$ cat src/cx_core_macros.svh
// CX core shared constants
`ifndef CX_CORE_MACROS_SVH
`define CX_CORE_MACROS_SVH

// Datapath and register index widths
`define XLEN       32
`define REG_ADDR_W 5

// CX function is funct7 followed by funct3
`define CX_FUNC_W 10
`define CX_ID_W   2

// CX selector CSR and its field positions
`define CSR_CX_SEL         12'hBC0
`define CX_SEL_CXU_LSB     0
`define CX_SEL_STATE_LSB   8

// Major opcodes
`define OPC_OP      7'b0110011
`define OPC_OP_IMM  7'b0010011
`define OPC_LOAD    7'b0000011
`define OPC_STORE   7'b0100011
`define OPC_SYSTEM  7'b1110011
`define OPC_CUSTOM0 7'b0001011

`endif
$ cat src/cx_regfile.sv
// Integer register file
`timescale 1ns/1ns
`include "cx_core_macros.svh"

module cx_regfile (
  input  logic                   clk_i,
  input  logic                   rst_ni,
  input  logic [`REG_ADDR_W-1:0] raddr_a_i,
  input  logic [`REG_ADDR_W-1:0] raddr_b_i,
  output logic [`XLEN-1:0]       rdata_a_o,
  output logic [`XLEN-1:0]       rdata_b_o,
  input  logic                   we_i,
  input  logic [`REG_ADDR_W-1:0] waddr_i,
  input  logic [`XLEN-1:0]       wdata_i
);

  // x0 has no storage
  logic [`XLEN-1:0] regs_q [1:31];

  always_ff @(posedge clk_i, negedge rst_ni) begin
    if (!rst_ni) begin
      for (int i = 1; i < 32; i++) begin
        regs_q[i] <= '0;
      end
    end else if (we_i && waddr_i != '0) begin
      regs_q[waddr_i] <= wdata_i;
    end
  end

  assign rdata_a_o = (raddr_a_i == '0) ? '0 : regs_q[raddr_a_i];
  assign rdata_b_o = (raddr_b_i == '0) ? '0 : regs_q[raddr_b_i];

endmodule

$ cat config.mk
export PLATFORM = sky130hd
export DESIGN_NAME = cx_regfile
export DESIGN_NICKNAME = d
export VERILOG_FILES = /design/src/cx_regfile.sv
export VERILOG_INCLUDE_DIRS = /design/src
export SDC_FILE = /design/constraint.sdc
export NUM_CORES = 2
export LEC_CHECK = 0
export BUFFER_PORTS_ARGS = -buffer_cell sky130_fd_sc_hd__buf_2
export CAP_MARGIN = 20
export CELL_PAD_IN_SITES_DETAIL_PLACEMENT = 1
export CELL_PAD_IN_SITES_GLOBAL_PLACEMENT = 1
export CORE_MARGIN = 2
export CORE_UTILIZATION = 51
export CTS_CLUSTER_SIZE = 16
export DETAILED_ROUTE_END_ITERATION = 7
export GPL_ROUTABILITY_DRIVEN = 0
export PLACE_DENSITY = 0.86
export SLEW_MARGIN = 10
export SYNTH_ARGS = -nofsm -noshare
export SYNTH_HDL_FRONTEND = slang
export SYNTH_SLANG_ARGS = --single-unit
$ cat constraint.sdc
create_clock -name clk_i -period 4.2 [get_ports clk_i]
set_input_delay 0.42 -clock clk_i [delete_from_list [all_inputs] [get_ports clk_i]]
set_output_delay 0.42 -clock clk_i [all_outputs]
set_load 0.005 [all_outputs]
; Word level (Yosys, flattened, before mapping)
; Index checks and enable logic that the tools add are counted.
[totals]
register_bits = 992
latch_bits = 0
ramBits = 0
mem_bits_ro = 0
inputBits = 50
output_inout_bits = 64
word_cells = 54
mem_count = 0
[classes]
n_addsub = 0
n_mul = 0
n_div = 0
n_lt_le_gt_ge = 4
eq_ne = 0
shifts = 0
mux = 11
bitwise_logic = 3
n_reduce_logical = 5
[op_table]
columns = op, count
row1 = bitwise mux 992 bit, 1
row2 = binary-select mux 32 bit (select 5 bit), 2
row3 = 2-to-1 mux 32 bit, 7
row4 = demux 32 bit (select 5 bit), 1
row5 = "greater-or-equal comparator 6 bit, second input constant", 3
row6 = inverter 5 -> 6 bit, 3
row7 = zero test 5 bit, 2
row8 = "< comparator 6 x 1 -> 1 bit, second input constant", 1
row9 = nonzero test 5 bit, 1
row10 = logical AND 1 bit, 2

; Logic depth before layout (Yosys ltp)
[depth]
ltp_word = 6
mapped_depth = 8
depth_no_buf = 4

; Least setup slack after synthesis
; OpenSTA, ideal clock, no wires.
[synth_path]
kind = input-to-output
from = input raddr_a_i[0]
to = output rdata_a_o[0]
arrival_time_ns = 1.865
required_ns = 3.780
slack_ns = 1.915
stages = 7
path_buffers = 3
path_cell_list = buf_6 buf_4 buf_2 mux2_2 a221o_1 o211ai_1 o211ai_1
[synth_between]
elab_chain_cells = 5
elab_cells_between_ends = 6
classes_between = 4 x mux / 1 x bitwise / 1 x reduce/logical
[synth_rtl]
columns = item, line
row1 = "start, declared", cx_regfile.sv:8  ; input logic [`REG_ADDR_W-1:0] raddr_a_i,
row2 = inverter 5 -> 6 bit (not written as such), cx_regfile.sv:30  ; assign rdata_a_o = (raddr_a_i == '0) ? '0 : regs_q[raddr_a_i];
row3 = binary-select mux 32 bit (select 5 bit), cx_regfile.sv:30
row4 = 2-to-1 mux 32 bit (not written as such) (2 in series), cx_regfile.sv:30
row5 = 2-to-1 mux 32 bit *, cx_regfile.sv:30
row6 = "end, declared", cx_regfile.sv:10  ; output logic [`XLEN-1:0] rdata_a_o,
; Mark *: on every way between the ends. The rest lies on a longest branch, timed or not. The select of a mux whose other input is x is not followed.

; Final worst setup path
[layout_path]
from = input raddr_a_i[1]
to = output rdata_a_o[27]
; Same word-level chain as after synthesis.

==> results.py <==
metrics = {
    "run_status": {
        "outcome": "finished, final reports clean",
    },
    "power_and_ir_drop": {
        "switching_share_pct": 29.7,
        "p_per_area_nw_per_um2": 500,
        "pwr-share-clk_pct": 34.1,
        "seq_power_share_pct": 44.6,
        "internal_power_uw": 20800,
        "ir_worst_vdd_v": 0.000347,
        "power.leakage_uw": 0.0259,
        "comb_power_share_pct": 21.3,
        "switchingPower_uw": 8770,
    },
    "floorplanning": {
        "rows": 118,
        "ioPinCount": 114,
        "start_util_pct": 51.5,
        "dieArea_sq_um": 107000,
        "die_x_um": 328,
        "fp.dieH_um": 328,
        "core-area_sq_um": 104000,
    },
    "logic_synthesis": {
        "yosysSeqAreaShare_pct": 46.4,
        "ys_warn_count": 0,
        "syn-cell-area_sq_um": 53500,
        "synth_largest_area_cell": "dfrtp_1",
        "synth_top_area_share_pct": 46.4,
        "yosys-top-cells-area": "dfrtp_1 46%, mux2_2 22%, mux4_2 16%, mux2i_1 5.0%, buf_2 1.5%",
        "synthCells": 3612,
        "synth_enable_flop_cells": 0,
        "ys.flop_type": "dfrtp_1",
        "yosys_register_bits": 992,
        "ys_types": 46,
        "async_reset_ff_share_pct": 100,
        "syn_area_per_cell_sq_um": 14.8,
        "syn_nets": 3662,
    },
    "cells_and_area": {
        "nFillCells": 9431,
        "largest_reg_flops": 992,
        "reg_top3": "regs_q (992)",
        "final_common_cell": "mux2_2",
        "multi_input_area_sq_um": 26900,
        "fin_area_sq_um": 59100,
        "seq_area_sq_um": 24800,
        "area_growth_pct": 10.5,
        "nNetsFinal": 3614,
        "mostFrequentLayoutCells": "1,050 x mux2_2, 992 x dfrtp_1, 377 x mux4_2, 267 x mux2i_1, 108 x clkbuf_16",
        "utilization_pct": 57.0,
        "regMostFlops": "regs_q",
        "drive_gt1_share_pct": 51.5,
    },
    "timing": {
        "hold_violations": 0,
        "slew_headroom_pct": 21.1,
        "period_needed_ns": 3.65,
        "worstMarginPinSlew_ns": 1.18,
        "setup_tns_ns": 0,
        "rsz0062_at_grt": "no",
        "fmax_mhz": 274,
        "finalCritPeriodShare_pct": 86.9,
        "whs_ns": 0.289,
        "slew_viol_final": 0,
        "setup_viol": 0,
        "skew_ns": 0,
    },
    "clock_network": {
        "cts_resized": 0,
        "root_buffer": "clkbuf_16",
        "clk_pin_slew_worst_paths_ns": 0.06,
        "cts_max_level": 3,
        "cts.sinks": 992,
        "cts_buffer_depth": 3,
        "postCtsSetupRepairBufs": 0,
        "clk_latency_ns": 0.72,
        "numCtsBuffers": 105,
        "ctsHoldBuffers": 1,
        "cts_tree": "done",
    },
    "worst_setup_path": {
        "arrival_ns": 3.23,
        "path_cells": "clkbuf_8, and2b_2, a221oi_1, o32ai_1, o21a_1, buf_2",
        "cp_max_fo": 56,
        "crit_required_ns": 3.78,
        "critPathKind": "in -> out",
        "slowest_stage": "and2b_2",
        "critical-path-max-stage-delay_ns": 1.06,
        "crit_path_end_kind": "primary output",
        "startpoint_type": "input pin",
    },
    "route": {
        "vias": 37622,
        "drc": 0,
        "wire_per_inst_um": 39.0,
        "antenna_left": 0,
        "drt-vias-per-instance": 7.48,
        "drtPass1Iterations": 7,
        "routed_wl_um": 196000,
        "drt_iter0_markers": 4595,
    },
    "worst_hold_path": {
        "hold_path.class": "in -> async",
    },
    "placed_design": {
        "place.port_buffers": 113,
        "detailed_place_hpwl_um": 107000,
        "place_area_sq_um": 55400,
    },
    "global_route": {
        "antenna_found_initial": 9,
        "grt_pass1_vias": 41333,
        "grtUsageTotal_pct": 36.7,
        "grt_overflow": 0,
        "grt_start_max_net_pins": 138,
        "grt_pass1_wl_um": 291000,
    },
    "run": {
        "max_cap_viol_count": 0,
    },
}
[synthesized netlist by cell type (7+ instances only)]
| cell | count |
|---|---|
| a2111oi_0 | 10 |
| a221o_1 | 17 |
| a221oi_1 | 43 |
| a22oi_1 | 102 |
| and3_1 | 29 |
| buf_1 | 16 |
| buf_2 | 162 |
| buf_4 | 38 |
| buf_6 | 14 |
| clkbuf_1 | 161 |
| dfrtp_1 | 992 |
| inv_1 | 7 |
| mux2_1 | 19 |
| mux2_2 | 1050 |
| mux2i_1 | 267 |
| mux4_2 | 377 |
| nand2_1 | 21 |
| nand2b_1 | 9 |
| nand3_1 | 16 |
| nor2_1 | 33 |
| nor2b_1 | 44 |
| nor3_1 | 32 |
| o211ai_1 | 32 |
| o21a_1 | 8 |
| o21ai_0 | 8 |
| o22a_1 | 16 |
| o22ai_1 | 18 |
| o31a_1 | 28 |
| o32ai_1 | 8 |
| or3_1 | 7 |
[routing by layer]
metal  up-vias  share of wire, %  GRT usage [%]
met5         -             0.032              0
met4        12               7.8           25.4
met3       967                10           9.82
met2      2716                46           56.1
met1     20056                36           45.9
li1      13871                 -              -
[worst max-delay path, delay by kind of cell]
family                 cells  cell delay (ns)
buffers and inverters      2             0.45
AO/OA/AOI/OAI              3             1.24
AND/OR/NAND/NOR            1             1.06
[logic make-up (layout without fill, tap and decap cells)]
group	after synthesis	after routing	synth area share, %
other	0	4	0
AO/OA/AOI/OAI	303	303	4.51
multiplexers	1713	1713	43.4
flip-flops	992	992	46.4
AND/OR/NAND/NOR	203	203	2.05
buffers and inverters	401	433	3.66
[power by group through the flow]
stage               sequential [uW]  clock [uW]  combinational [uW]
global route                  13300       10500                6610
global placement              12800           0                5650
CTS                           13000       10100                6250
floorplan                     12400           0                4470
detailed placement            13100           0                5980
finish                        13200       10100                6310
[layout make-up]
type | instances | share of cell area (%)
Clock inverter | 35 | 0.885
Sequential cell | 992 | 42.0
Multi-Input combinational cell | 2219 | 45.5
Antenna cell | 4 | 0.0169
Inverter | 9 | 0.0571
Clock buffer | 152 | 5.27
Timing Repair Buffer | 237 | 3.33
Tap cell | 1380 | 2.92
[worst paths after layout]
path / depth (start not counted) / to / slack (ns) / startpoint
worst max-delay path: 6 / rdata_a_o[27] / 0.55 / raddr_a_i[1]
worst min-delay path: 2 / regs_q[419] / 0.29 / rst_ni
worst max register to register: 1 / regs_q[763] / 3.30 / regs_q[763]
worst min register to register: 1 / regs_q[773] / 0.52 / regs_q[773]
max in group asynchronous: 4 / regs_q[544] / 2.62 / rst_ni
min in group clk_i: 2 / regs_q[367] / 0.32 / wdata_i[15]
[per-stage QoR]
stage,setup WS (ns),power [uW],instances
2_1_floorplan,1.91,16900,3612
3_3_place_gp,0.901,18500,4835
3_5_place_dp,0.885,19100,4835
4_1_cts,0.701,29400,5023
5_1_grt,0.568,30400,5027
6_report,0.552,29600,5028
No activity file was read; power rests on OpenSTA's default activity.
