==> src/cx_core_macros.svh <==
// CX core shared constants
`ifndef CX_CORE_MACROS_SVH
`define CX_CORE_MACROS_SVH

// Datapath and register index widths
`define XLEN       32
`define REG_ADDR_W 5

// CX function is funct7 followed by funct3
`define CX_FUNC_W 10
`define CX_ID_W   2

// CX selector CSR and its field positions
`define CSR_CX_SEL         12'hBC0
`define CX_SEL_CXU_LSB     0
`define CX_SEL_STATE_LSB   8

// Major opcodes
`define OPC_OP      7'b0110011
`define OPC_OP_IMM  7'b0010011
`define OPC_LOAD    7'b0000011
`define OPC_STORE   7'b0100011
`define OPC_SYSTEM  7'b1110011
`define OPC_CUSTOM0 7'b0001011

`endif
==> src/cx_core_pkg.sv <==
// CX core types
`include "cx_core_macros.svh"

package cx_core_pkg;

  // Instruction class after decode
  typedef enum logic [2:0] {
    OP_NOP,
    OP_ALU_R,
    OP_ALU_I,
    OP_LOAD,
    OP_STORE,
    OP_CSRRW,
    OP_CX
  } op_class_e;

  typedef enum logic [2:0] {
    ALU_ADD,
    ALU_SUB,
    ALU_AND,
    ALU_OR,
    ALU_XOR
  } alu_op_e;

  // Controller states
  typedef enum logic [2:0] {
    ST_IDLE,
    ST_FETCH,
    ST_EXEC,
    ST_MEM,
    ST_CX
  } core_state_e;

  // Decoded instruction
  typedef struct packed {
    op_class_e              op_class;
    alu_op_e                alu_op;
    logic [`REG_ADDR_W-1:0] rd;
    logic [`REG_ADDR_W-1:0] rs1;
    logic [`REG_ADDR_W-1:0] rs2;
    logic [`XLEN-1:0]       imm;
    logic [`CX_FUNC_W-1:0]  cx_func;
    logic [11:0]            csr;
  } exec_ctrl_t;

  // One data port access, always a whole word
  typedef struct packed {
    logic             we;
    logic [`XLEN-1:0] addr;
    logic [`XLEN-1:0] wdata;
  } mem_cmd_t;

  typedef struct packed {
    logic [`CX_ID_W-1:0]   cxu_id;
    logic [`CX_ID_W-1:0]   state_id;
    logic [`CX_FUNC_W-1:0] func;
    logic [`XLEN-1:0]      data0;
    logic [`XLEN-1:0]      data1;
  } cx_req_t;

endpackage

==> src/cx_decoder.sv <==
// Instruction decoder
`timescale 1ns/1ns
`include "cx_core_macros.svh"

module cx_decoder (
  input  logic [`XLEN-1:0]      instr_i,
  output cx_core_pkg::exec_ctrl_t ctrl_o
);
  import cx_core_pkg::*;

  logic [6:0]       opcode;
  logic [2:0]       funct3;
  logic [6:0]       funct7;
  logic [`XLEN-1:0] imm_i_type;
  logic [`XLEN-1:0] imm_s_type;

  assign opcode = instr_i[6:0];
  assign funct3 = instr_i[14:12];
  assign funct7 = instr_i[31:25];

  // Sign-extended immediates
  assign imm_i_type = {{20{instr_i[31]}}, instr_i[31:20]};
  assign imm_s_type = {{20{instr_i[31]}}, instr_i[31:25], instr_i[11:7]};

  always_comb begin
    ctrl_o.op_class = OP_NOP;
    ctrl_o.alu_op   = ALU_ADD;
    ctrl_o.rd       = instr_i[11:7];
    ctrl_o.rs1      = instr_i[19:15];
    ctrl_o.rs2      = instr_i[24:20];
    ctrl_o.imm      = imm_i_type;
    ctrl_o.cx_func  = {funct7, funct3};
    ctrl_o.csr      = instr_i[31:20];

    case (opcode)
      `OPC_OP: begin
        ctrl_o.op_class = OP_ALU_R;
        case ({funct7, funct3})
          10'b0000000_000: ctrl_o.alu_op = ALU_ADD;
          10'b0100000_000: ctrl_o.alu_op = ALU_SUB;
          10'b0000000_111: ctrl_o.alu_op = ALU_AND;
          10'b0000000_110: ctrl_o.alu_op = ALU_OR;
          10'b0000000_100: ctrl_o.alu_op = ALU_XOR;
          default:         ctrl_o.op_class = OP_NOP;
        endcase
      end
      `OPC_OP_IMM: begin
        // ADDI only
        if (funct3 == 3'b000) begin
          ctrl_o.op_class = OP_ALU_I;
        end
      end
      `OPC_LOAD: begin
        if (funct3 == 3'b010) begin
          ctrl_o.op_class = OP_LOAD;
        end
      end
      `OPC_STORE: begin
        if (funct3 == 3'b010) begin
          ctrl_o.op_class = OP_STORE;
          ctrl_o.imm      = imm_s_type;
        end
      end
      `OPC_SYSTEM: begin
        if (funct3 == 3'b001 && ctrl_o.csr == `CSR_CX_SEL) begin
          ctrl_o.op_class = OP_CSRRW;
        end
      end
      `OPC_CUSTOM0: ctrl_o.op_class = OP_CX;
      default:      ctrl_o.op_class = OP_NOP;
    endcase
  end

endmodule

==> config.mk <==
export PLATFORM = sky130hd
export DESIGN_NAME = cx_decoder
export DESIGN_NICKNAME = d
export VERILOG_FILES = /design/src/cx_core_pkg.sv /design/src/cx_decoder.sv
export VERILOG_INCLUDE_DIRS = /design/src
export SDC_FILE = /design/constraint.sdc
export NUM_CORES = 1
export LEC_CHECK = 0
export ABC_AREA = 1
export BUFFER_PORTS_ARGS = -buffer_cell sky130_fd_sc_hd__buf_4
export CORE_UTILIZATION = 35
export DETAILED_ROUTE_END_ITERATION = 8
export PLACE_DENSITY = 0.84
export RECOVER_POWER = 50
export SLEW_MARGIN = 20
export SYNTH_ARGS = -nofsm -noshare
export SYNTH_HDL_FRONTEND = slang
export SYNTH_SLANG_ARGS = --single-unit
export TNS_END_PERCENT = 10
==> constraint.sdc <==
create_clock -name vclk -period 1.6
set_input_delay 0.16 -clock vclk [all_inputs]
set_output_delay 0.16 -clock vclk [all_outputs]
set_load 0.02 [all_outputs]
Word-level counts from Yosys, hierarchy flattened:

Cells that the tools add are included.

* reduce and logical (&&, ||, !) cells: 4
* muxes and demuxes: 10
* equality and inequality tests: 13

Operators with widths (count)
* 10-bit by 3-bit == test with 1-bit output (second input constant): 3
* 3-bit one-hot mux with 6 select lines: 1
* 7-bit by 6-bit == test with 1-bit output (second input constant): 2
* 12-bit == test (second input constant): 1
* 3-bit one-hot mux with 4 select lines: 1
* 10-bit by 9-bit == test with 1-bit output (second input constant): 1
* 10-bit logical NOT: 1
* 5-bit 2-to-1 mux: 2
* 3-bit 2-to-1 mux: 3
* 7-bit by 2-bit == test with 1-bit output (second input constant): 1
* 7-bit by 4-bit == test with 1-bit output (second input constant): 1
* 7-bit by 5-bit == test with 1-bit output (second input constant): 1
* 7-bit == test (second input constant): 1
* 5-bit OR reduction: 1
* 2-bit 2-to-1 mux: 2
* 3-bit by 1-bit == test with 1-bit output (second input constant): 1
* 3-bit by 2-bit == test with 1-bit output (second input constant): 1
* 3-bit logical NOT: 1
* 1-bit logical AND: 1
* 1-bit 2-to-1 mux: 1

* register bits: 0
* output and inout bits: 75
* input port bits: 32
* logic and storage cells: 27

Logic depth before layout (Yosys ltp):

* depth in word-level cells: 4
* mapped depth: 8
* mapped depth without buffers: 8

Worst setup path after synthesis:

Ideal clock, no wire load.

* path kind: input to output
* start: input instr_i[3]
* end: output ctrl_o[73] (netlist bit)
* arrival: 889 ps
* path slack: 551 ps
* data required time: 1440 ps
* cell stages on the path: 5
* path through: nor2_2 nand2_2 inv_1 nand2_1 o211ai_1

RTL lines
* start, declared: line cx_decoder.sv:6 `` input logic [`XLEN-1:0] instr_i, ``
* end, declared: line cx_decoder.sv:7 `output cx_core_pkg::exec_ctrl_t ctrl_o`

==> impl_metrics.ini <==
[clock_tree]
cts_resized = 0
cts_setup_buffers = 0
hold_buffers = 0

[final_layout]
diodes = 0
final_common_cell = buf_4
utilization_pct = 43.4
n_fill_cell = 303
seq_cells = 0
syn2layout_area_growth_pct = 18.2
nets = 219
final_cell_area_mm2 = 0.00107
register_area_um2 = 0
clkbuf_count = 0
fin_cells = 215
drive_gt1_share_pct = 41.6
final_cell_mix = buf_4, clkbuf_1, nand2_1, nor2_1, inv_1
multi_input_comb_area_um2 = 360

[job]
maxCapViolCount = 0

[timing]
tightest_slew_ns = 0.292
finalHoldViolations = 0
slew_viol_final = 0
slew_headroom_pct = 80.6
grt_setup_unrepaired = no
max_freq_ghz = 0.764
min_period_ns = 1.31
setup_tns_ns = 0
finalCritPeriodShare_pct = 81.8
setup_viol_count_final = 0
setup_ws_ns = 0.291

[pwr]
peakVddDrop_uv = 208
internal_power_uw = 126
power_density_mw_per_mm2 = 310
p_clk_share_pct = 0
power_frac_comb_pct = 100.0
seqPwrFrac_pct = 0
power.switching_uw = 207
switching_share_pct = 62.1
cellLeakagePower_nw = 0.600

[synthesis]
synth_area_per_cell_um2 = 5.98
synth.distinct_cells = 19
synth_warnings = 0
yosysTopAreaCellShare_pct = 52.8
netlist_instances = 152
ys_seq_area_share_pct = 0
synth_compound_area_share_pct = 3.30
synth_fa_ha_area_share_pct = 0
syn_area_um2 = 910
syn_nets = 184
synth_top_family_by_area = buffers and inverters
synthTopCellsByArea = buf_4, nand2_1, nor2_1, inv_1, nand3_1
yosysTopAreaCell = buf_4
post_synth_and_or_nand_nor_area_fraction_pct = 36.3
muxShareOfSynthArea_pct = 0
synth_xor_area_share_pct = 0

[grt]
grt_pass1_vias = 693
antenna_found_initial = 0
grt_overflow = 0
grt_pass1_wl_um = 2920
grt_use_total_pct = 13.2
grt_max_degree = 26

[setup_path]
start_kind = primary input
cp.arrival_ns = 1.15
crit_type = primary input to output pin
required_ns = 1.44
crit_buf_inv = 3
setup.worst_path.end_class = output pin
cp_max_fo = 25
cpPeakStageDelay_ns = 0.19
critPathSlowestCell = buf_4
cp_cell_sequence = buf_4, nor2_1, inv_1, nor2_1, nand3b_1, nand2_1, nand2_1, nand3_1, buf_4
worst_path_dominant_cell_family = simple AND/OR/NAND/NOR gates

[placed_design]
dpl.hpwl_um = 1850
dpl_cell_area_mm2 = 0.00119
placed_cells = 215
dp_slack_ns = 0.297
gp_congestion = 0.787
port_buffers = 97

[die]
core-area_mm2 = 0.00248
ios = 107
die_x_um = 53.0
start_util_pct = 36.7
die_y_um = 53.0
rows = 18
die_area_mm2 = 0.00281

[drt]
route.detailed.drc = 0
drtAntennaViolNets = 0
vias = 870
via_per_inst = 4.05
wirelength_um = 2130
firstDrtPassIters = 4
avgRoutedWirePerCell_um = 9.91
drtIter0Drc = 8

[run_status]
status = completed

[min_path]
hold_path_end = ctrl_o[59]
hp-class = primary input to output pin
hold_start = instr_i[15]
whs_path_depth = 0
## synth_stat cells
| cell | instances |
|---|---|
| nor2_2 | 1 |
| nor3_1 | 2 |
| nand4_1 | 1 |
| inv_2 | 2 |
| nor3b_1 | 1 |
| o21ai_2 | 2 |
| o211ai_1 | 1 |
| clkinv_4 | 1 |
| nor3_4 | 2 |
| nor2_1 | 18 |
| nand3b_1 | 1 |
| nand2_2 | 2 |
| nand3_1 | 8 |
| nand2_1 | 29 |
| o21ai_1 | 1 |
| inv_1 | 14 |
| nand4_4 | 1 |
| nor3_2 | 1 |
| buf_4 | 64 |
## power by group through the flow
stage / logic, mW / clock network [mW] / registers, mW
5_1_grt: 0.358 / 0 / 0
6_report: 0.333 / 0 / 0
2_1_floorplan: 0.281 / 0 / 0
3_5_place_dp: 0.371 / 0 / 0
3_3_place_gp: 0.368 / 0 / 0
4_1_cts: 0.372 / 0 / 0
## final cells by class
type,instances,area share (%)
multi-input cells,71,33.5
well taps,30,3.49
repair buffers,97,56.6
inverters,17,6.40
## worst max-delay path by stage
stage	startpoint	end	slack [ns]	cells after the start
global placement	instr_i[31]	ctrl_o[72]	0.33	9
finish	instr_i[31]	ctrl_o[72]	0.29	9
global route	instr_i[31]	ctrl_o[72]	0.17	9
floorplan	instr_i[3]	ctrl_o[73]	0.55	5
CTS	instr_i[31]	ctrl_o[72]	0.30	9
detailed placement	instr_i[31]	ctrl_o[72]	0.30	9
## stage by stage
stage | hold slack (ns) | total power, mW
after detailed placement | 0.320 | 0.371
after CTS | 0.320 | 0.372
after floorplan | 0.433 | 0.281
after global routing | 0.320 | 0.358
after global placement | 0.320 | 0.368
final | 0.320 | 0.333
## routing by layer
layer	track usage [%]	vias to the layer above	part of all wire, %
met4	0.877	0	0.19
met5	0	-	0
met1	17.6	370	42
li1	-	469	-
met2	24.1	29	53
met3	0.862	2	5.3
## cells by family after synthesis
kind of cell / after synthesis
AND/OR/NAND/NOR: 67
buffers and inverters: 81
AO/OA/AOI/OAI: 4
Note: power is estimated with default switching activity, not from simulation.
