$ cat config.mk
export PLATFORM = sky130hd
export DESIGN_NAME = cx_lsu
export DESIGN_NICKNAME = d
export VERILOG_FILES = /design/src/cx_core_pkg.sv /design/src/cx_lsu.sv
export VERILOG_INCLUDE_DIRS = /design/src
export SDC_FILE = /design/constraint.sdc
export NUM_CORES = 1
export LEC_CHECK = 0
export BUFFER_PORTS_ARGS = -buffer_cell sky130_fd_sc_hd__buf_2
export CORE_MARGIN = 8
export CORE_UTILIZATION = 44
export DETAILED_ROUTE_END_ITERATION = 12
export GPL_TIMING_DRIVEN = 1
export PLACE_DENSITY = 0.84
export SYNTH_ARGS = -nofsm -noshare
export SYNTH_HDL_FRONTEND = slang
export SYNTH_SLANG_ARGS = --single-unit
$ cat constraint.sdc
create_clock -name clk_i -period 2.9 [get_ports clk_i]
set_input_delay 0.145 -clock clk_i [delete_from_list [all_inputs] [get_ports clk_i]]
set_output_delay 0.145 -clock clk_i [all_outputs]
set_load 0.05 [all_outputs]
$ cat src/cx_core_macros.svh
// CX core shared constants
`ifndef CX_CORE_MACROS_SVH
`define CX_CORE_MACROS_SVH

// Datapath and register index widths
`define XLEN       32
`define REG_ADDR_W 5

// CX function is funct7 followed by funct3
`define CX_FUNC_W 10
`define CX_ID_W   2

// CX selector CSR and its field positions
`define CSR_CX_SEL         12'hBC0
`define CX_SEL_CXU_LSB     0
`define CX_SEL_STATE_LSB   8

// Major opcodes
`define OPC_OP      7'b0110011
`define OPC_OP_IMM  7'b0010011
`define OPC_LOAD    7'b0000011
`define OPC_STORE   7'b0100011
`define OPC_SYSTEM  7'b1110011
`define OPC_CUSTOM0 7'b0001011

`endif
$ cat src/cx_core_pkg.sv
// CX core types
`include "cx_core_macros.svh"

package cx_core_pkg;

  // Instruction class after decode
  typedef enum logic [2:0] {
    OP_NOP,
    OP_ALU_R,
    OP_ALU_I,
    OP_LOAD,
    OP_STORE,
    OP_CSRRW,
    OP_CX
  } op_class_e;

  typedef enum logic [2:0] {
    ALU_ADD,
    ALU_SUB,
    ALU_AND,
    ALU_OR,
    ALU_XOR
  } alu_op_e;

  // Controller states
  typedef enum logic [2:0] {
    ST_IDLE,
    ST_FETCH,
    ST_EXEC,
    ST_MEM,
    ST_CX
  } core_state_e;

  // Decoded instruction
  typedef struct packed {
    op_class_e              op_class;
    alu_op_e                alu_op;
    logic [`REG_ADDR_W-1:0] rd;
    logic [`REG_ADDR_W-1:0] rs1;
    logic [`REG_ADDR_W-1:0] rs2;
    logic [`XLEN-1:0]       imm;
    logic [`CX_FUNC_W-1:0]  cx_func;
    logic [11:0]            csr;
  } exec_ctrl_t;

  // One data port access, always a whole word
  typedef struct packed {
    logic             we;
    logic [`XLEN-1:0] addr;
    logic [`XLEN-1:0] wdata;
  } mem_cmd_t;

  typedef struct packed {
    logic [`CX_ID_W-1:0]   cxu_id;
    logic [`CX_ID_W-1:0]   state_id;
    logic [`CX_FUNC_W-1:0] func;
    logic [`XLEN-1:0]      data0;
    logic [`XLEN-1:0]      data1;
  } cx_req_t;

endpackage

$ cat src/cx_lsu.sv
// Load-store unit
`timescale 1ns/1ns
`include "cx_core_macros.svh"

module cx_lsu (
  input  logic                  clk_i,
  input  logic                  rst_ni,
  input  logic                  mem_start_i,
  input  cx_core_pkg::mem_cmd_t mem_cmd_i,
  output logic                  mem_done_o,
  output logic [`XLEN-1:0]      mem_rdata_o,
  // Data port
  output logic                  data_req_o,
  output cx_core_pkg::mem_cmd_t data_cmd_o,
  input  logic                  data_gnt_i,
  input  logic                  data_rvalid_i,
  input  logic [`XLEN-1:0]      data_rdata_i
);
  import cx_core_pkg::*;

  mem_cmd_t         cmd_q;
  logic [`XLEN-1:0] rdata_q;
  logic             req_q;
  logic             wait_q;
  logic             done_q;

  always_ff @(posedge clk_i, negedge rst_ni) begin
    if (!rst_ni) begin
      req_q  <= 1'b0;
      wait_q <= 1'b0;
      done_q <= 1'b0;
    end else begin
      if (mem_start_i) begin
        req_q <= 1'b1;
      end else if (req_q && data_gnt_i) begin
        req_q <= 1'b0;
      end
      // Stores wait for rvalid as well
      if (req_q && data_gnt_i) begin
        wait_q <= 1'b1;
      end else if (wait_q && data_rvalid_i) begin
        wait_q <= 1'b0;
      end
      done_q <= wait_q && data_rvalid_i;
    end
  end

  always_ff @(posedge clk_i) begin
    if (mem_start_i) begin
      cmd_q <= mem_cmd_i;
    end
    if (wait_q && data_rvalid_i) begin
      rdata_q <= data_rdata_i;
    end
  end

  assign data_req_o  = req_q;
  assign data_cmd_o  = cmd_q;
  assign mem_done_o  = done_q;
  assign mem_rdata_o = rdata_q;

endmodule

==> After elaboration in Yosys (flattened, before gate mapping) <==
Cells that the tools add are included.
{ "word_totals": {"regBits": 100, "input_bits": 102, "output_inout_bits": 99} }
{ "op_classes": {"n_mux": 4, "n_reduce_logical": 4} }
{ "ops": {"columns": ["cell", "count"], "rows": [
  ["$mux W1", 4],
  ["$reduce_bool A2 Y1", 2],
  ["$logic_and A1 B1 Y1", 2]
]} }

==> Longest topological paths before layout <==
{ "depth": {"depth_word": 3, "mapped_depth": 2, "ltp_nobuf": 2} }

==> Worst setup path after synthesis <==
No wires, ideal clock.
{ "synth_timing": {"path_type": "reg2reg", "from": "register wait_q", "to": "register rdata_q[0], in the netlist mem_rdata_o[0], enable pin", "setup_ns": 0.393, "arrival_time_ns": 1.137, "t_required_ns": 2.507, "setup_slack_ns": 1.371, "path_stages_with_launch": 2, "cell_sequence": "dfrtp_1 -> and2_1"} }
{ "synth_between": {"elab_chain_cells": 1} }
{ "synth_rtl": {"columns": ["element", "line_no", "rtl"], "rows": [
  ["start: declaration", "cx_lsu.sv:24", "logic wait_q;"],
  ["start signal: assignment", "cx_lsu.sv:30", "wait_q <= 1'b0;"],
  ["start signal: assignment", "cx_lsu.sv:40", "wait_q <= 1'b1;"],
  ["start signal: assignment", "cx_lsu.sv:42", "wait_q <= 1'b0;"],
  ["$logic_and A1 B1 Y1", "cx_lsu.sv:52", "if (wait_q && data_rvalid_i) begin"],
  ["end signal: assignment", "cx_lsu.sv:53", "rdata_q <= data_rdata_i;"],
  ["end: declaration", "cx_lsu.sv:22", "logic [`XLEN-1:0] rdata_q;"]
]} }
No other way between the ends.
A chain may end at the register's enable or synchronous reset.

==> Worst setup path after layout <==
{ "layout_timing": {"from": "input port data_rvalid_i", "to": "register rdata_q[20], in the netlist mem_rdata_o[20], enable pin"} }
{ "layout_between": {"elab_chain_cells": 1} }
{ "layout_rtl": {"columns": ["element", "line_no", "rtl"], "rows": [
  ["start: declaration", "cx_lsu.sv:16", "input logic data_rvalid_i,"],
  ["$logic_and A1 B1 Y1", "cx_lsu.sv:52", null]
]} }
No other way between the ends.

==> metrics.md <==
| Metric | Value |
|---|---|
| Hold WS | 0.0686 ns |
| Largest family of logic cells by synthesized area | compound AO/OA/AOI/OAI gates |
| Max_cap viols | 0 |
| Seq cells post-synth | 100 |
| Final WL | 10.1 mm |
| Design Area, Final | 5280 um^2 |
| Dpl cells | 388 |
| Worst hold path class | input pin to register |
| Commonest non-fill, non-tap cell in the layout | buf_2 |
| Status | completed |
| F_max | 772 MHz |
| Global-route wire length before repair | 14.6 mm |
| Synth Warn # | 0 |
| Worst reg-to-reg path cell count | 2 |
| Vias | 2,327 |
| Remaining Overflow, GRT | 0 |
| Pin count of the biggest net entering global routing | 67 |
| Standard-cell rows | 30 |
| Clk_skew | 0.00878 ns |
| CP Capture Type | register |
| Reg clk slew, reported paths | 0.09 ns |
| PostCTS Resize Cnt | 0 |
| Crit path max fanout | 33 |
| Post-Synth Simple-Gate Area | 0.332% |
| Period utilization | 44.7% |
| Antenna Nets Post-Route | 0 |
| Via-to-Cell Ratio | 4.64 |
| Share of cells above drive strength 1 | 51.1% |
| Post-placement cell area | 4130 um^2 |
| Synth Area per Inst | 28.5 um^2 |
| Final RePlAce weighted congestion | 0.763 |
| CTS max path bufs | 2 |
| Die height | 98.8 um |
| Core Area | 6720 um^2 |
| Mux cell area share after synthesis | 0% |
| CP Launch Type | input pin |
| Clk root buf | clkbuf_8 |
| Worst-Margin Slew | 0.821 ns |
| Gr usage total | 20.1% |
| CTS Hold Bufs | 99 |
| Reg-to-reg startpoint | wait_q |
| Post-CTS setup buffer count | 0 |
| Die footprint | roughly 9800 um^2 |
| Compound-Gate Fraction of Synth Area | 0.415% |
| Layout area overhead | 75.0% |
| Antenna diode count | 0 |
| Remaining DRCs | 0 |
| Seq/Total Area, Yosys | between 90% and 100% |
| Synth cell types | 7 |
| H-tree level count | 3 |
| First-pass DRT Iterations | 4 |
| Final Util | roughly four fifths |
| Worst vdd ir | 0.306 mV |
| Critical R2R Capture | mem_rdata_o[20] |
| Most frequent cells in the layout | buf_2 (200), dlygate4sd3_1 (99), edfxtp_1 (97) |
| Static Leakage | 0.00228 uW |
| CTS tree | yes |
| Port bufs | 200 |
| TritonCTS buffer count | 9 |
| Worst Path Required | 2.90 ns |
| Final hold vios | 0 |
| Yosys top cell by area | edfxtp_1 |
| Net count, final | 520 |
| Final setup violation count | 0 |
| Fin Setup TNS | 0 ns |
| Routed len/inst | 20.1 um |
| Relative slew slack | 45.2% |
| Net count after synthesis | approximately 210 |
| Chip width | roughly 99 um |
| CTS sink cnt | 100 |
| CP arrival | 1.29 ns |
| Hpwl dp | 6.20 mm |
| Number of global-route vias before repair | 2,560 |
| # IOs | 201 |
| CP endpoint | mem_rdata_o[20] |
| Crit path from | data_rvalid_i |
| Synth area leaders | edfxtp_1 (97%), dfrtp_1 (2.5%), a21o_1 (0.25%), inv_1 (0.25%), and2_1 (0.21%) |
| Reg2reg setup slack | 1.68 ns |
| Clk_lat worst skew | 0.34 ns |
| Post-Syn Instances | 106 |
| Slew Limit Fails | 0 |
| Initial Utilization | 44.9% |
| Post-synthesis cell area | a little over 3000 um^2 |
| Path type of the worst setup path | input pin to register |
| Final Critical Period | 1.30 ns |
| Initial antenna violation count | 0 |
| Detailed Route Iter0 Violations | 123 |
| RSZ-0062 raised after global routing | no |
| Xor/xnor share of the synthesized area | 0% |
| Adder-cell area share of the yosys netlist | 0% |
| Layout Cells excl Fill | 501 |
| Synth top area share | 96.5% |
| P per Cell Area | 594 nW/um^2 |
cells in the mapped netlist:
master / n
inv_1: 2
dfrtp_1: 3
nand2_1: 1
a21o_1: 1
o21ai_1: 1
and2_1: 1
edfxtp_1: 97
worst min-delay path by stage:
stage | start | endpoint | cells after the start
2_1_floorplan | rst_ni | data_req_o | 0
5_1_grt | data_gnt_i | wait_q | 3
4_1_cts | data_gnt_i | wait_q | 3
3_3_place_gp | rst_ni | data_req_o | 1
6_report | data_gnt_i | wait_q | 3
3_5_place_dp | rst_ni | mem_done_o | 1
worst max-delay path, cell delays in order:
cell and delay, ns:
dlygate4sd3_1 0.52, buf_2 0.12, and2_1 0.13, buf_4 0.37
per-stage QoR:
step / total power (uW) / setup WS [ns]
3_5_place_dp: 2320 / 1.63
2_1_floorplan: 2130 / 1.37
5_1_grt: 3240 / 1.60
3_3_place_gp: 2310 / 1.67
6_report: 3140 / 1.60
4_1_cts: 3140 / 1.66
layer usage:
| layer | vias to the layer above | GRT usage (%) | routed length (um) |
|---|---|---|---|
| met5 | - | 0 | 0 |
| met4 | 0 | 4.96 | 62 |
| met3 | 6 | 11.5 | 1460 |
| met2 | 174 | 34.2 | 4900 |
| met1 | 1105 | 20.7 | 3660 |
| li1 | 1042 | - | - |
report_power, final:
group	leakage [uW]	total [uW]	switching (uW)	internal (uW)
Combinational	0.00123	673	471	202
Clock	0.0000706	738	439	298
Sequential	0.000972	1730	27.6	1700
Total	0.00228	3140	938	2200
sequential cells by signal (all words and copies together), names as in the netlist:
signal,cells
mem_done_o,1
data_req_o,1
mem_rdata_o,32
data_cmd_o,65
wait_q,1
cell type report:
| cell class | count | area (um^2) |
|---|---|---|
| fill | 342 | 1440 |
| multi-input combinational | 4 | 22.5 |
| clock inverter | 5 | 31.3 |
| sequential | 100 | 2990 |
| inverter | 2 | 7.51 |
| clock buffer | 9 | 124 |
| timing repair buffer | 301 | 2010 |
| tap | 80 | 100 |
cells by family after synthesis:
family	count (synthesis)
compound gates	2
buf+inv	2
simple gates	2
flops	100
Power figures use the tool's default switching activity.
