File: src/cx_core_macros.svh
// CX core shared constants
`ifndef CX_CORE_MACROS_SVH
`define CX_CORE_MACROS_SVH

// Datapath and register index widths
`define XLEN       32
`define REG_ADDR_W 5

// CX function is funct7 followed by funct3
`define CX_FUNC_W 10
`define CX_ID_W   2

// CX selector CSR and its field positions
`define CSR_CX_SEL         12'hBC0
`define CX_SEL_CXU_LSB     0
`define CX_SEL_STATE_LSB   8

// Major opcodes
`define OPC_OP      7'b0110011
`define OPC_OP_IMM  7'b0010011
`define OPC_LOAD    7'b0000011
`define OPC_STORE   7'b0100011
`define OPC_SYSTEM  7'b1110011
`define OPC_CUSTOM0 7'b0001011

`endif
File: src/cx_core_pkg.sv
// CX core types
`include "cx_core_macros.svh"

package cx_core_pkg;

  // Instruction class after decode
  typedef enum logic [2:0] {
    OP_NOP,
    OP_ALU_R,
    OP_ALU_I,
    OP_LOAD,
    OP_STORE,
    OP_CSRRW,
    OP_CX
  } op_class_e;

  typedef enum logic [2:0] {
    ALU_ADD,
    ALU_SUB,
    ALU_AND,
    ALU_OR,
    ALU_XOR
  } alu_op_e;

  // Controller states
  typedef enum logic [2:0] {
    ST_IDLE,
    ST_FETCH,
    ST_EXEC,
    ST_MEM,
    ST_CX
  } core_state_e;

  // Decoded instruction
  typedef struct packed {
    op_class_e              op_class;
    alu_op_e                alu_op;
    logic [`REG_ADDR_W-1:0] rd;
    logic [`REG_ADDR_W-1:0] rs1;
    logic [`REG_ADDR_W-1:0] rs2;
    logic [`XLEN-1:0]       imm;
    logic [`CX_FUNC_W-1:0]  cx_func;
    logic [11:0]            csr;
  } exec_ctrl_t;

  // One data port access, always a whole word
  typedef struct packed {
    logic             we;
    logic [`XLEN-1:0] addr;
    logic [`XLEN-1:0] wdata;
  } mem_cmd_t;

  typedef struct packed {
    logic [`CX_ID_W-1:0]   cxu_id;
    logic [`CX_ID_W-1:0]   state_id;
    logic [`CX_FUNC_W-1:0] func;
    logic [`XLEN-1:0]      data0;
    logic [`XLEN-1:0]      data1;
  } cx_req_t;

endpackage

File: src/cx_unit_port.sv
// CX request port and selector CSR
`timescale 1ns/1ns
`include "cx_core_macros.svh"

module cx_unit_port (
  input  logic                  clk_i,
  input  logic                  rst_ni,
  // Selector CSR access
  input  logic                  csr_we_i,
  input  logic [`XLEN-1:0]      csr_wdata_i,
  output logic [`XLEN-1:0]      csr_rdata_o,
  // From controller
  input  logic                  cx_start_i,
  input  logic [`CX_FUNC_W-1:0] func_i,
  input  logic [`XLEN-1:0]      data0_i,
  input  logic [`XLEN-1:0]      data1_i,
  output logic                  cx_done_o,
  output logic [`XLEN-1:0]      cx_rdata_o,
  // CX port
  output logic                  cx_req_valid_o,
  output cx_core_pkg::cx_req_t  cx_req_o,
  input  logic                  cx_resp_valid_i,
  input  logic [`XLEN-1:0]      cx_resp_data_i
);
  import cx_core_pkg::*;

  logic [`CX_ID_W-1:0] sel_cxu_q;
  logic [`CX_ID_W-1:0] sel_state_q;
  cx_req_t             req_q;
  logic [`XLEN-1:0]    rdata_q;
  logic                valid_q;
  logic                pend_q;
  logic                done_q;
  logic                resp_take;

  // Responses outside a pending request are dropped
  assign resp_take = pend_q && cx_resp_valid_i;

  always_ff @(posedge clk_i, negedge rst_ni) begin
    if (!rst_ni) begin
      sel_cxu_q   <= '0;
      sel_state_q <= '0;
      valid_q     <= 1'b0;
      pend_q      <= 1'b0;
      done_q      <= 1'b0;
    end else begin
      if (csr_we_i) begin
        sel_cxu_q   <= csr_wdata_i[`CX_SEL_CXU_LSB +: `CX_ID_W];
        sel_state_q <= csr_wdata_i[`CX_SEL_STATE_LSB +: `CX_ID_W];
      end
      valid_q <= cx_start_i;
      if (valid_q) begin
        pend_q <= 1'b1;
      end else if (resp_take) begin
        pend_q <= 1'b0;
      end
      done_q <= resp_take;
    end
  end

  always_ff @(posedge clk_i) begin
    if (cx_start_i) begin
      req_q.cxu_id   <= sel_cxu_q;
      req_q.state_id <= sel_state_q;
      req_q.func     <= func_i;
      req_q.data0    <= data0_i;
      req_q.data1    <= data1_i;
    end
    if (resp_take) begin
      rdata_q <= cx_resp_data_i;
    end
  end

  // Unimplemented selector bits read as zero
  always_comb begin
    csr_rdata_o = '0;
    csr_rdata_o[`CX_SEL_CXU_LSB +: `CX_ID_W]   = sel_cxu_q;
    csr_rdata_o[`CX_SEL_STATE_LSB +: `CX_ID_W] = sel_state_q;
  end

  assign cx_req_valid_o = valid_q;
  assign cx_req_o       = req_q;
  assign cx_done_o      = done_q;
  assign cx_rdata_o     = rdata_q;

endmodule

File: config.mk
export PLATFORM = sky130hd
export DESIGN_NAME = cx_unit_port
export DESIGN_NICKNAME = d
export VERILOG_FILES = /design/src/cx_core_pkg.sv /design/src/cx_unit_port.sv
export VERILOG_INCLUDE_DIRS = /design/src
export SDC_FILE = /design/constraint.sdc
export NUM_CORES = 1
export LEC_CHECK = 0
export ABC_CLOCK_PERIOD_IN_PS = 3900
export BUFFER_PORTS_ARGS = -buffer_cell sky130_fd_sc_hd__clkbuf_2
export CAP_MARGIN = 20
export CORE_AREA = 2 2 110 112
export CTS_CLUSTER_SIZE = 40
export DETAILED_ROUTE_END_ITERATION = 16
export DIE_AREA = 0 0 112 114
export GPL_ROUTABILITY_DRIVEN = 0
export HOLD_SLACK_MARGIN = 0.15
export PLACE_DENSITY_LB_ADDON = 0.3
export SETUP_SLACK_MARGIN = 0.2
export SLEW_MARGIN = 20
export SYNTH_ARGS = -nofsm -noshare
export SYNTH_HDL_FRONTEND = slang
export SYNTH_SLANG_ARGS = --single-unit
File: constraint.sdc
create_clock -name clk_i -period 3.9 [get_ports clk_i]
set_clock_uncertainty 0.1 [all_clocks]
set_input_delay 0.585 -clock clk_i [delete_from_list [all_inputs] [get_ports clk_i]]
set_output_delay 0.585 -clock clk_i [all_outputs]
set_load 0.01 [all_outputs]
; Word level (Yosys, flattened, before mapping)
; Cells that the tools add are included.
[word_totals]
regBits = 117
inputBits = 143
output_inout_bits = 144
elab_cells = 15
[op_classes]
mux = 2
reduce_logical = 2
[ops]
columns = operator, count
row1 = $mux W1, 2
row2 = $reduce_bool A2 Y1, 1
row3 = $logic_and A1 B1 Y1, 1

; Logic depth before layout (Yosys ltp)
; Gate-level depths: netlist of the first run.
[depth]
depth_word = 3
mapped_depth = 2
depth_no_buf = 2

; Worst setup path after synthesis of the first run
; Ideal clock, no wire load.
[synth_path]
path_type = input -> register
from = input cx_resp_valid_i
to = register rdata_q[0], in the netlist cx_rdata_o[0] (enable)
setup_time_ns = 0.393
arrival_ns = 1.391
required_ns = 3.407
setup_slack_ns = 2.016
path_stages = 1
path_buffers = 0
cell_sequence = and2_1
[synth_between]
elab_chain_len = 1
[synth_rtl]
columns = item, line
row1 = start: declaration, cx_unit_port.sv:22  ; input logic cx_resp_valid_i,
row2 = $logic_and A1 B1 Y1, cx_unit_port.sv:37  ; assign resp_take = pend_q && cx_resp_valid_i;
row3 = end signal: assignment, cx_unit_port.sv:70  ; rdata_q <= cx_resp_data_i;
row4 = end: declaration, cx_unit_port.sv:30  ; logic [`XLEN-1:0] rdata_q;
; No other way between the ends.
; A chain may end at the register's enable or synchronous reset.

; Worst setup path in the final report of the first run
[layout_path]
from = register req_q, in the netlist cx_req_o[1]
to = output cx_req_o[1] in the netlist's numbering
[layout_rtl]
columns = item, line
row1 = start: declaration, cx_unit_port.sv:29  ; cx_req_t req_q;
row2 = end: declaration, cx_unit_port.sv:21  ; output cx_core_pkg::cx_req_t cx_req_o,
; No word-level cell between the ends.

==> reports/results.txt, run 1 <==
The synthesized netlist devotes 0.200% of its cell area to compound gates. The routed design has 7990 um of wire. The final instance area was 5600 um2; the number of input and output port buffers inserted was 230. The type of the tightest min-delay check is in2reg. For the required time of the worst setup path, the log shows 3.21 ns. The number of synthesized flops with an enable pin is 110, and the total iterations of the first detailed-routing run is 4. The period utilization was 42.1%. After synthesis, the cell types taking the most area are edfxtp_1, buf_4, dfrtp_1, mux2_2, a21o_1. The number of DRC markers in iteration 0 came out at 152.

The critical path starts at cx_req_o[1]$_DFFE_PP_. The logs give 2182 for the number of global-route vias before repair and 0.96 ns for the data arrival time at the worst-slack endpoint. In this run the number of H-tree levels came out at 4. For this run, design rule violations remaining after detail routing come to 0. Walking the worst path, the cells encountered are clkbuf_2.

For this run, the slowest stage of the critical path takes 0.41 ns. Of the total synthesized cell area, the portion taken by XOR and XNOR cells is 0%. The final net count is 546. The worst-margin pin slew came out at 0.986 ns. After synthesis the netlist holds a flip-flop and latch count of 117. The buffers plus inverters on the worst setup path is 1.

The count of inserted antenna diode cells was 0. Once the clock tree was built, the resizer swapped 0 gates to a different size. Counting cells, the worst reg-to-reg path comes to 2. The tool flagged a number of max-cap violations equal to 0.

The post-synthesis average cell area works out to 24.5 um2. The synthesized netlist cell count came out at 153. The worst register-to-register path ends at cx_rdata_o[16]$_DFFE_PP_. For this run, the leading register cell type out of synthesis is edfxtp_1. After detailed placement, the total cell area comes to 4990 um2. Once detailed placement completed, the half-perimeter wirelength came to 5900 um. The floorplan step defined a die boundary enclosing 12800 um2. The standard-cell row count was 40. In this run the cell area of the synthesized design comes to 3750 um2. Share of the synthesized area in the top cell type: 88.0%. The most critical setup path has its endpoint at cx_req_o[1]. The slack of the worst reg-to-reg path was 2.63 ns; the simple logic cell fraction of the synthesized area was 0.167%. In this run the tightest slew margin relative to its limit is 34.3%. The synthesized netlist devotes 0% of its cell area to adder and majority cells. Among all cell types in the netlist, the one instantiated most often is edfxtp_1. Setup repair after global routing left no endpoint under its margin.

The run gives 0 as the count of warnings emitted by yosys. The height of the chip is 114 um. The main combinational cell family by area after synthesis was buffers and inverters. The buffer depth of the longest clock path is 2. The final max-slew violation count is 0, and the worst slack after detailed placement is 2.04 ns. The maximum clock rate is 608 MHz. For the utilization after layout, the log shows 47.8%. The tools report the core region area as 11700 um2. The CTS root buffer is clkbuf_16. The startpoint kind of the worst setup timing path is a flop. Buffers added to address setup during post-CTS repair amount to 0. Setup slack closes at 2.26 ns. The die width is 112 um. The worst path in the final design needs a cycle of 1.64 ns, including I/O delays and setup. The largest individual stage delay along the critical path comes from the cell edfxtp_1. For this configuration, the core starts out at a cell density of 32.1%. CTS saw 117 sinks. Dividing the detail-routed wire length by the instance count gives 14.2 um. The tools report the number of failing hold endpoints at the final stage as 0. The via count came out at 2244. The first global-routing pass estimated 11400 um of wire. Global routing finished with a remaining overflow of 0. For this run, the total global-route usage over all layers was measured as 12.4%. After routing, the total negative slack on setup checks comes to 0 ns. The library cell occupying the most area in the post-synthesis netlist is edfxtp_1.

The layout-stage area growth over the synthesis result was 49.1%; the initial antenna violation count was 0. The commonest cells after synthesis are edfxtp_1, buf_4, dfrtp_1, mux2_2. For this design the ratio of total power to cell area is 590 nW/um2.

The critical path start-end classification is reg2out. Measured against the total synthesized area, the mux share comes to 1.20%. Setup violations remaining at the end of the flow were counted as 0.

Clock latency on the worst-skew pair, taken at its later pin, is 0.40 ns. The run gives 287 as the count of boundary I/O pins. The analysis attributes to cell leakage a power of 0.00252 uW.

The unique cell type count in the Yosys netlist is 8, and the ratio of routed vias to standard cells is 3.99. The share of synthesized registers carrying an async set or reset works out to 5.98%. Clock-pin slew was measured on the worst setup and hold paths at 0.05 ns. TritonCTS created 17 clock buffers.

In the final layout, the share of cells above drive strength 1 is 63.1%. The startpoint identified for the worst register-to-register timing path is pend_q$_DFFE_PN0P_. The highest fanout seen on the critical path works out to 1. The run finished with clean final reports. Once detail routing completed, the nets flagged for antenna violations numbered 0. The post-layout total power came out at 3300 uW. Sequential elements use 92.6% of the synthesized area. The endpoint class of the critical path is an output pin. TritonCTS built the clock tree. VDD sags by at most 0.351 mV.

The largest net degree at the start of global routing came out at 80. The kind of cell adding the most delay to the critical path was flip-flops. The total number of cells along the worst setup path is 1.
==> routing by layer <==
layer	vias to the layer above	share of wire (%)	GRT usage (%)
li1	1030	-	-
met1	1036	36	13.1
met2	167	49	19.4
met3	11	14	7.76
met4	0	1.7	6.34
met5	-	0	0
==> metrics by stage <==
stage | cells | hold WS (ns)
after global routing | 562 | 0.229
after floorplan | 180 | 0.189
after CTS | 562 | 0.229
final | 562 | 0.254
after global placement | 530 | 0.328
after detailed placement | 530 | 0.331
==> layout make-up <==
class                   count  area [um2]
fillers                  1056        6110
flip-flops and latches    117        3480
repair buffers            232        1170
clock buffers              20         437
well taps                 147         184
multi-input cells          34         164
clock inverters            11         159
inverters                   1        3.75
==> how the worst min path moves through the flow <==
stage	from	end	slack [ns]	cells after the start
2_1_floorplan	rst_ni	cx_done_o$_DFF_PN0_	0.19	0
3_3_place_gp	rst_ni	sel_state_q[0]$_DFFE_PN0P_	0.33	1
3_5_place_dp	rst_ni	sel_cxu_q[0]$_DFFE_PN0P_	0.33	1
4_1_cts	data1_i[8]	cx_req_o[8]$_DFFE_PP_	0.23	1
5_1_grt	func_i[1]	cx_req_o[65]$_DFFE_PP_	0.23	1
6_report	data1_i[15]	cx_req_o[15]$_DFFE_PP_	0.25	1
==> sequential cells by signal, summed over array words and instances (netlist names) <==
| signal | count |
|---|---|
| cx_req_valid_o | 1 |
| pend_q | 1 |
| sel_state_q | 2 |
| cx_rdata_o | 32 |
| cx_req_o | 78 |
| cx_done_o | 1 |
| sel_cxu_q | 2 |
==> timing repair <==
item	CTS	global route
endpoints found under the hold margin	7	0
endpoints found under the setup margin	0	0
hold buffers	1	0
==> placed cells by master (no fill, tap or decap), drive strengths merged <==
cell type / count
inv: 1
buf: 2
a21o: 1
bufinv: 4
dfrtp: 7
edfxtp: 110
clkinvlp: 2
conb: 28
mux2: 4
clkbuf: 249
clkinv: 5
dlygate4sd3: 1
and2: 1
==> logic make-up (layout without fill, tap and decap cells) <==
group,after synthesis,in the layout
AOI/OAI and AO/OA,1,1
muxes,4,4
other,1,28
and+or+nand+nor,1,1
DFF,117,117
buffers and inverters,29,264
==> power breakdown <==
group	switching, uW	total [uW]	internal [uW]
clock network	507	1560	1060
registers	26.0	1510	1480
logic	134	234	100
Note: power is estimated with default switching activity, not from simulation.
==> inputs of run 2 (changes only) <==
Settings changed: ABC_CLOCK_PERIOD_IN_PS 3900 to 1350, CORE_AREA 2 2 110 112 to 2 2 112 114, DIE_AREA 0 0 112 114 to 0 0 114 116.
Clock period 3.9 ns to 1.35 ns, I/O delays scaled along.
==> run 2 against run 1 <==
Effect of this change:
- the run now fails in clock tree synthesis (4_1_cts)
- synthesized cell count stayed put
- synthesized area unchanged
==> reports/results.txt, run 2 <==
Counting flops with an async set or reset pin after synthesis yields a share of 5.98%. The post-synthesis instance area was 3750 um2. The last stage the flow got to is clock tree synthesis (4_1_cts). After Yosys synthesis, full adders, half adders and majority gates account for 0% of the synthesized area. The die width came out at 114 um. The tool reported: "[ERROR RSZ-0060] Max buffer count reached".

During I/O placement, the number of pins put on the boundary was 287. The initial cell density of the core is 31.5%. A synthesized cell averages 24.5 um2. Post-CTS timing repair inserted 4 buffers for setup. The flow did not finish.

The count of cells resized by post-cts repair came out at 1. The synthesized design contains 110 enable-type register cells. In this run, post-CTS hold repair placed 115 buffers. The fraction of synthesized area in multiplexers is 1.20%. Once placement finished, the instance area stood at 5020 um2. By count the netlist is led by edfxtp_1, buf_4, dfrtp_1, mux2_2.

The most frequently used flop master after synthesis is edfxtp_1. The HPWL after detailed placement is 6430 um. Of the total synthesized cell area, the portion taken by AND, OR, NAND and NOR gates is 0.167%.

edfxtp_1 takes more of the synthesized area than any other cell. The synthesized netlist contains 8 unique library cells. Counting along the longest clock path gives a buffer depth of 2. The number of input and output port buffers inserted was 230; the share of the synthesized area in the top cell type was 88.0%.

By instance count, the leading cell after synthesis is edfxtp_1. The CTS root buffer was clkbuf_16. In this run, synthesis produced a sequential element count of 117. Worst slack after detailed placement: 0.111 ns. In this run the vertical extent of the chip is 116 um.

The count of clock tree sinks was 117; the post-synthesis sequential area ratio was 92.6%. The synthesized netlist devotes 0.200% of its cell area to compound gates. Synthesis handed over a netlist of 153 instances.

During synthesis, Yosys emitted a total of 0 warnings. By area the synthesized netlist is led by edfxtp_1, buf_4, dfrtp_1, mux2_2, a21o_1. The share of the synthesized netlist area taken by xor and xnor gates works out to 0%. Clock tree synthesis inserted a total of 17 buffers. The main combinational cell family by area after synthesis was buffers and inverters. Standard-cell row count: 40. Level count of the clock H-tree: 4.
run 2: kinds of logic after synthesis:
kind of cell | count (synthesis)
flops | 117
mux | 4
buf+inv | 29
compound gates | 1
simple gates | 1
other cells | 1
run 2: metrics by stage:
step / cells / hold WS (ns) / utilization, %
detailed placement: 532 / -0.0523 / 42.2
global placement: 532 / -0.0545 / 42.2
floorplan: 180 / -0.193 / -
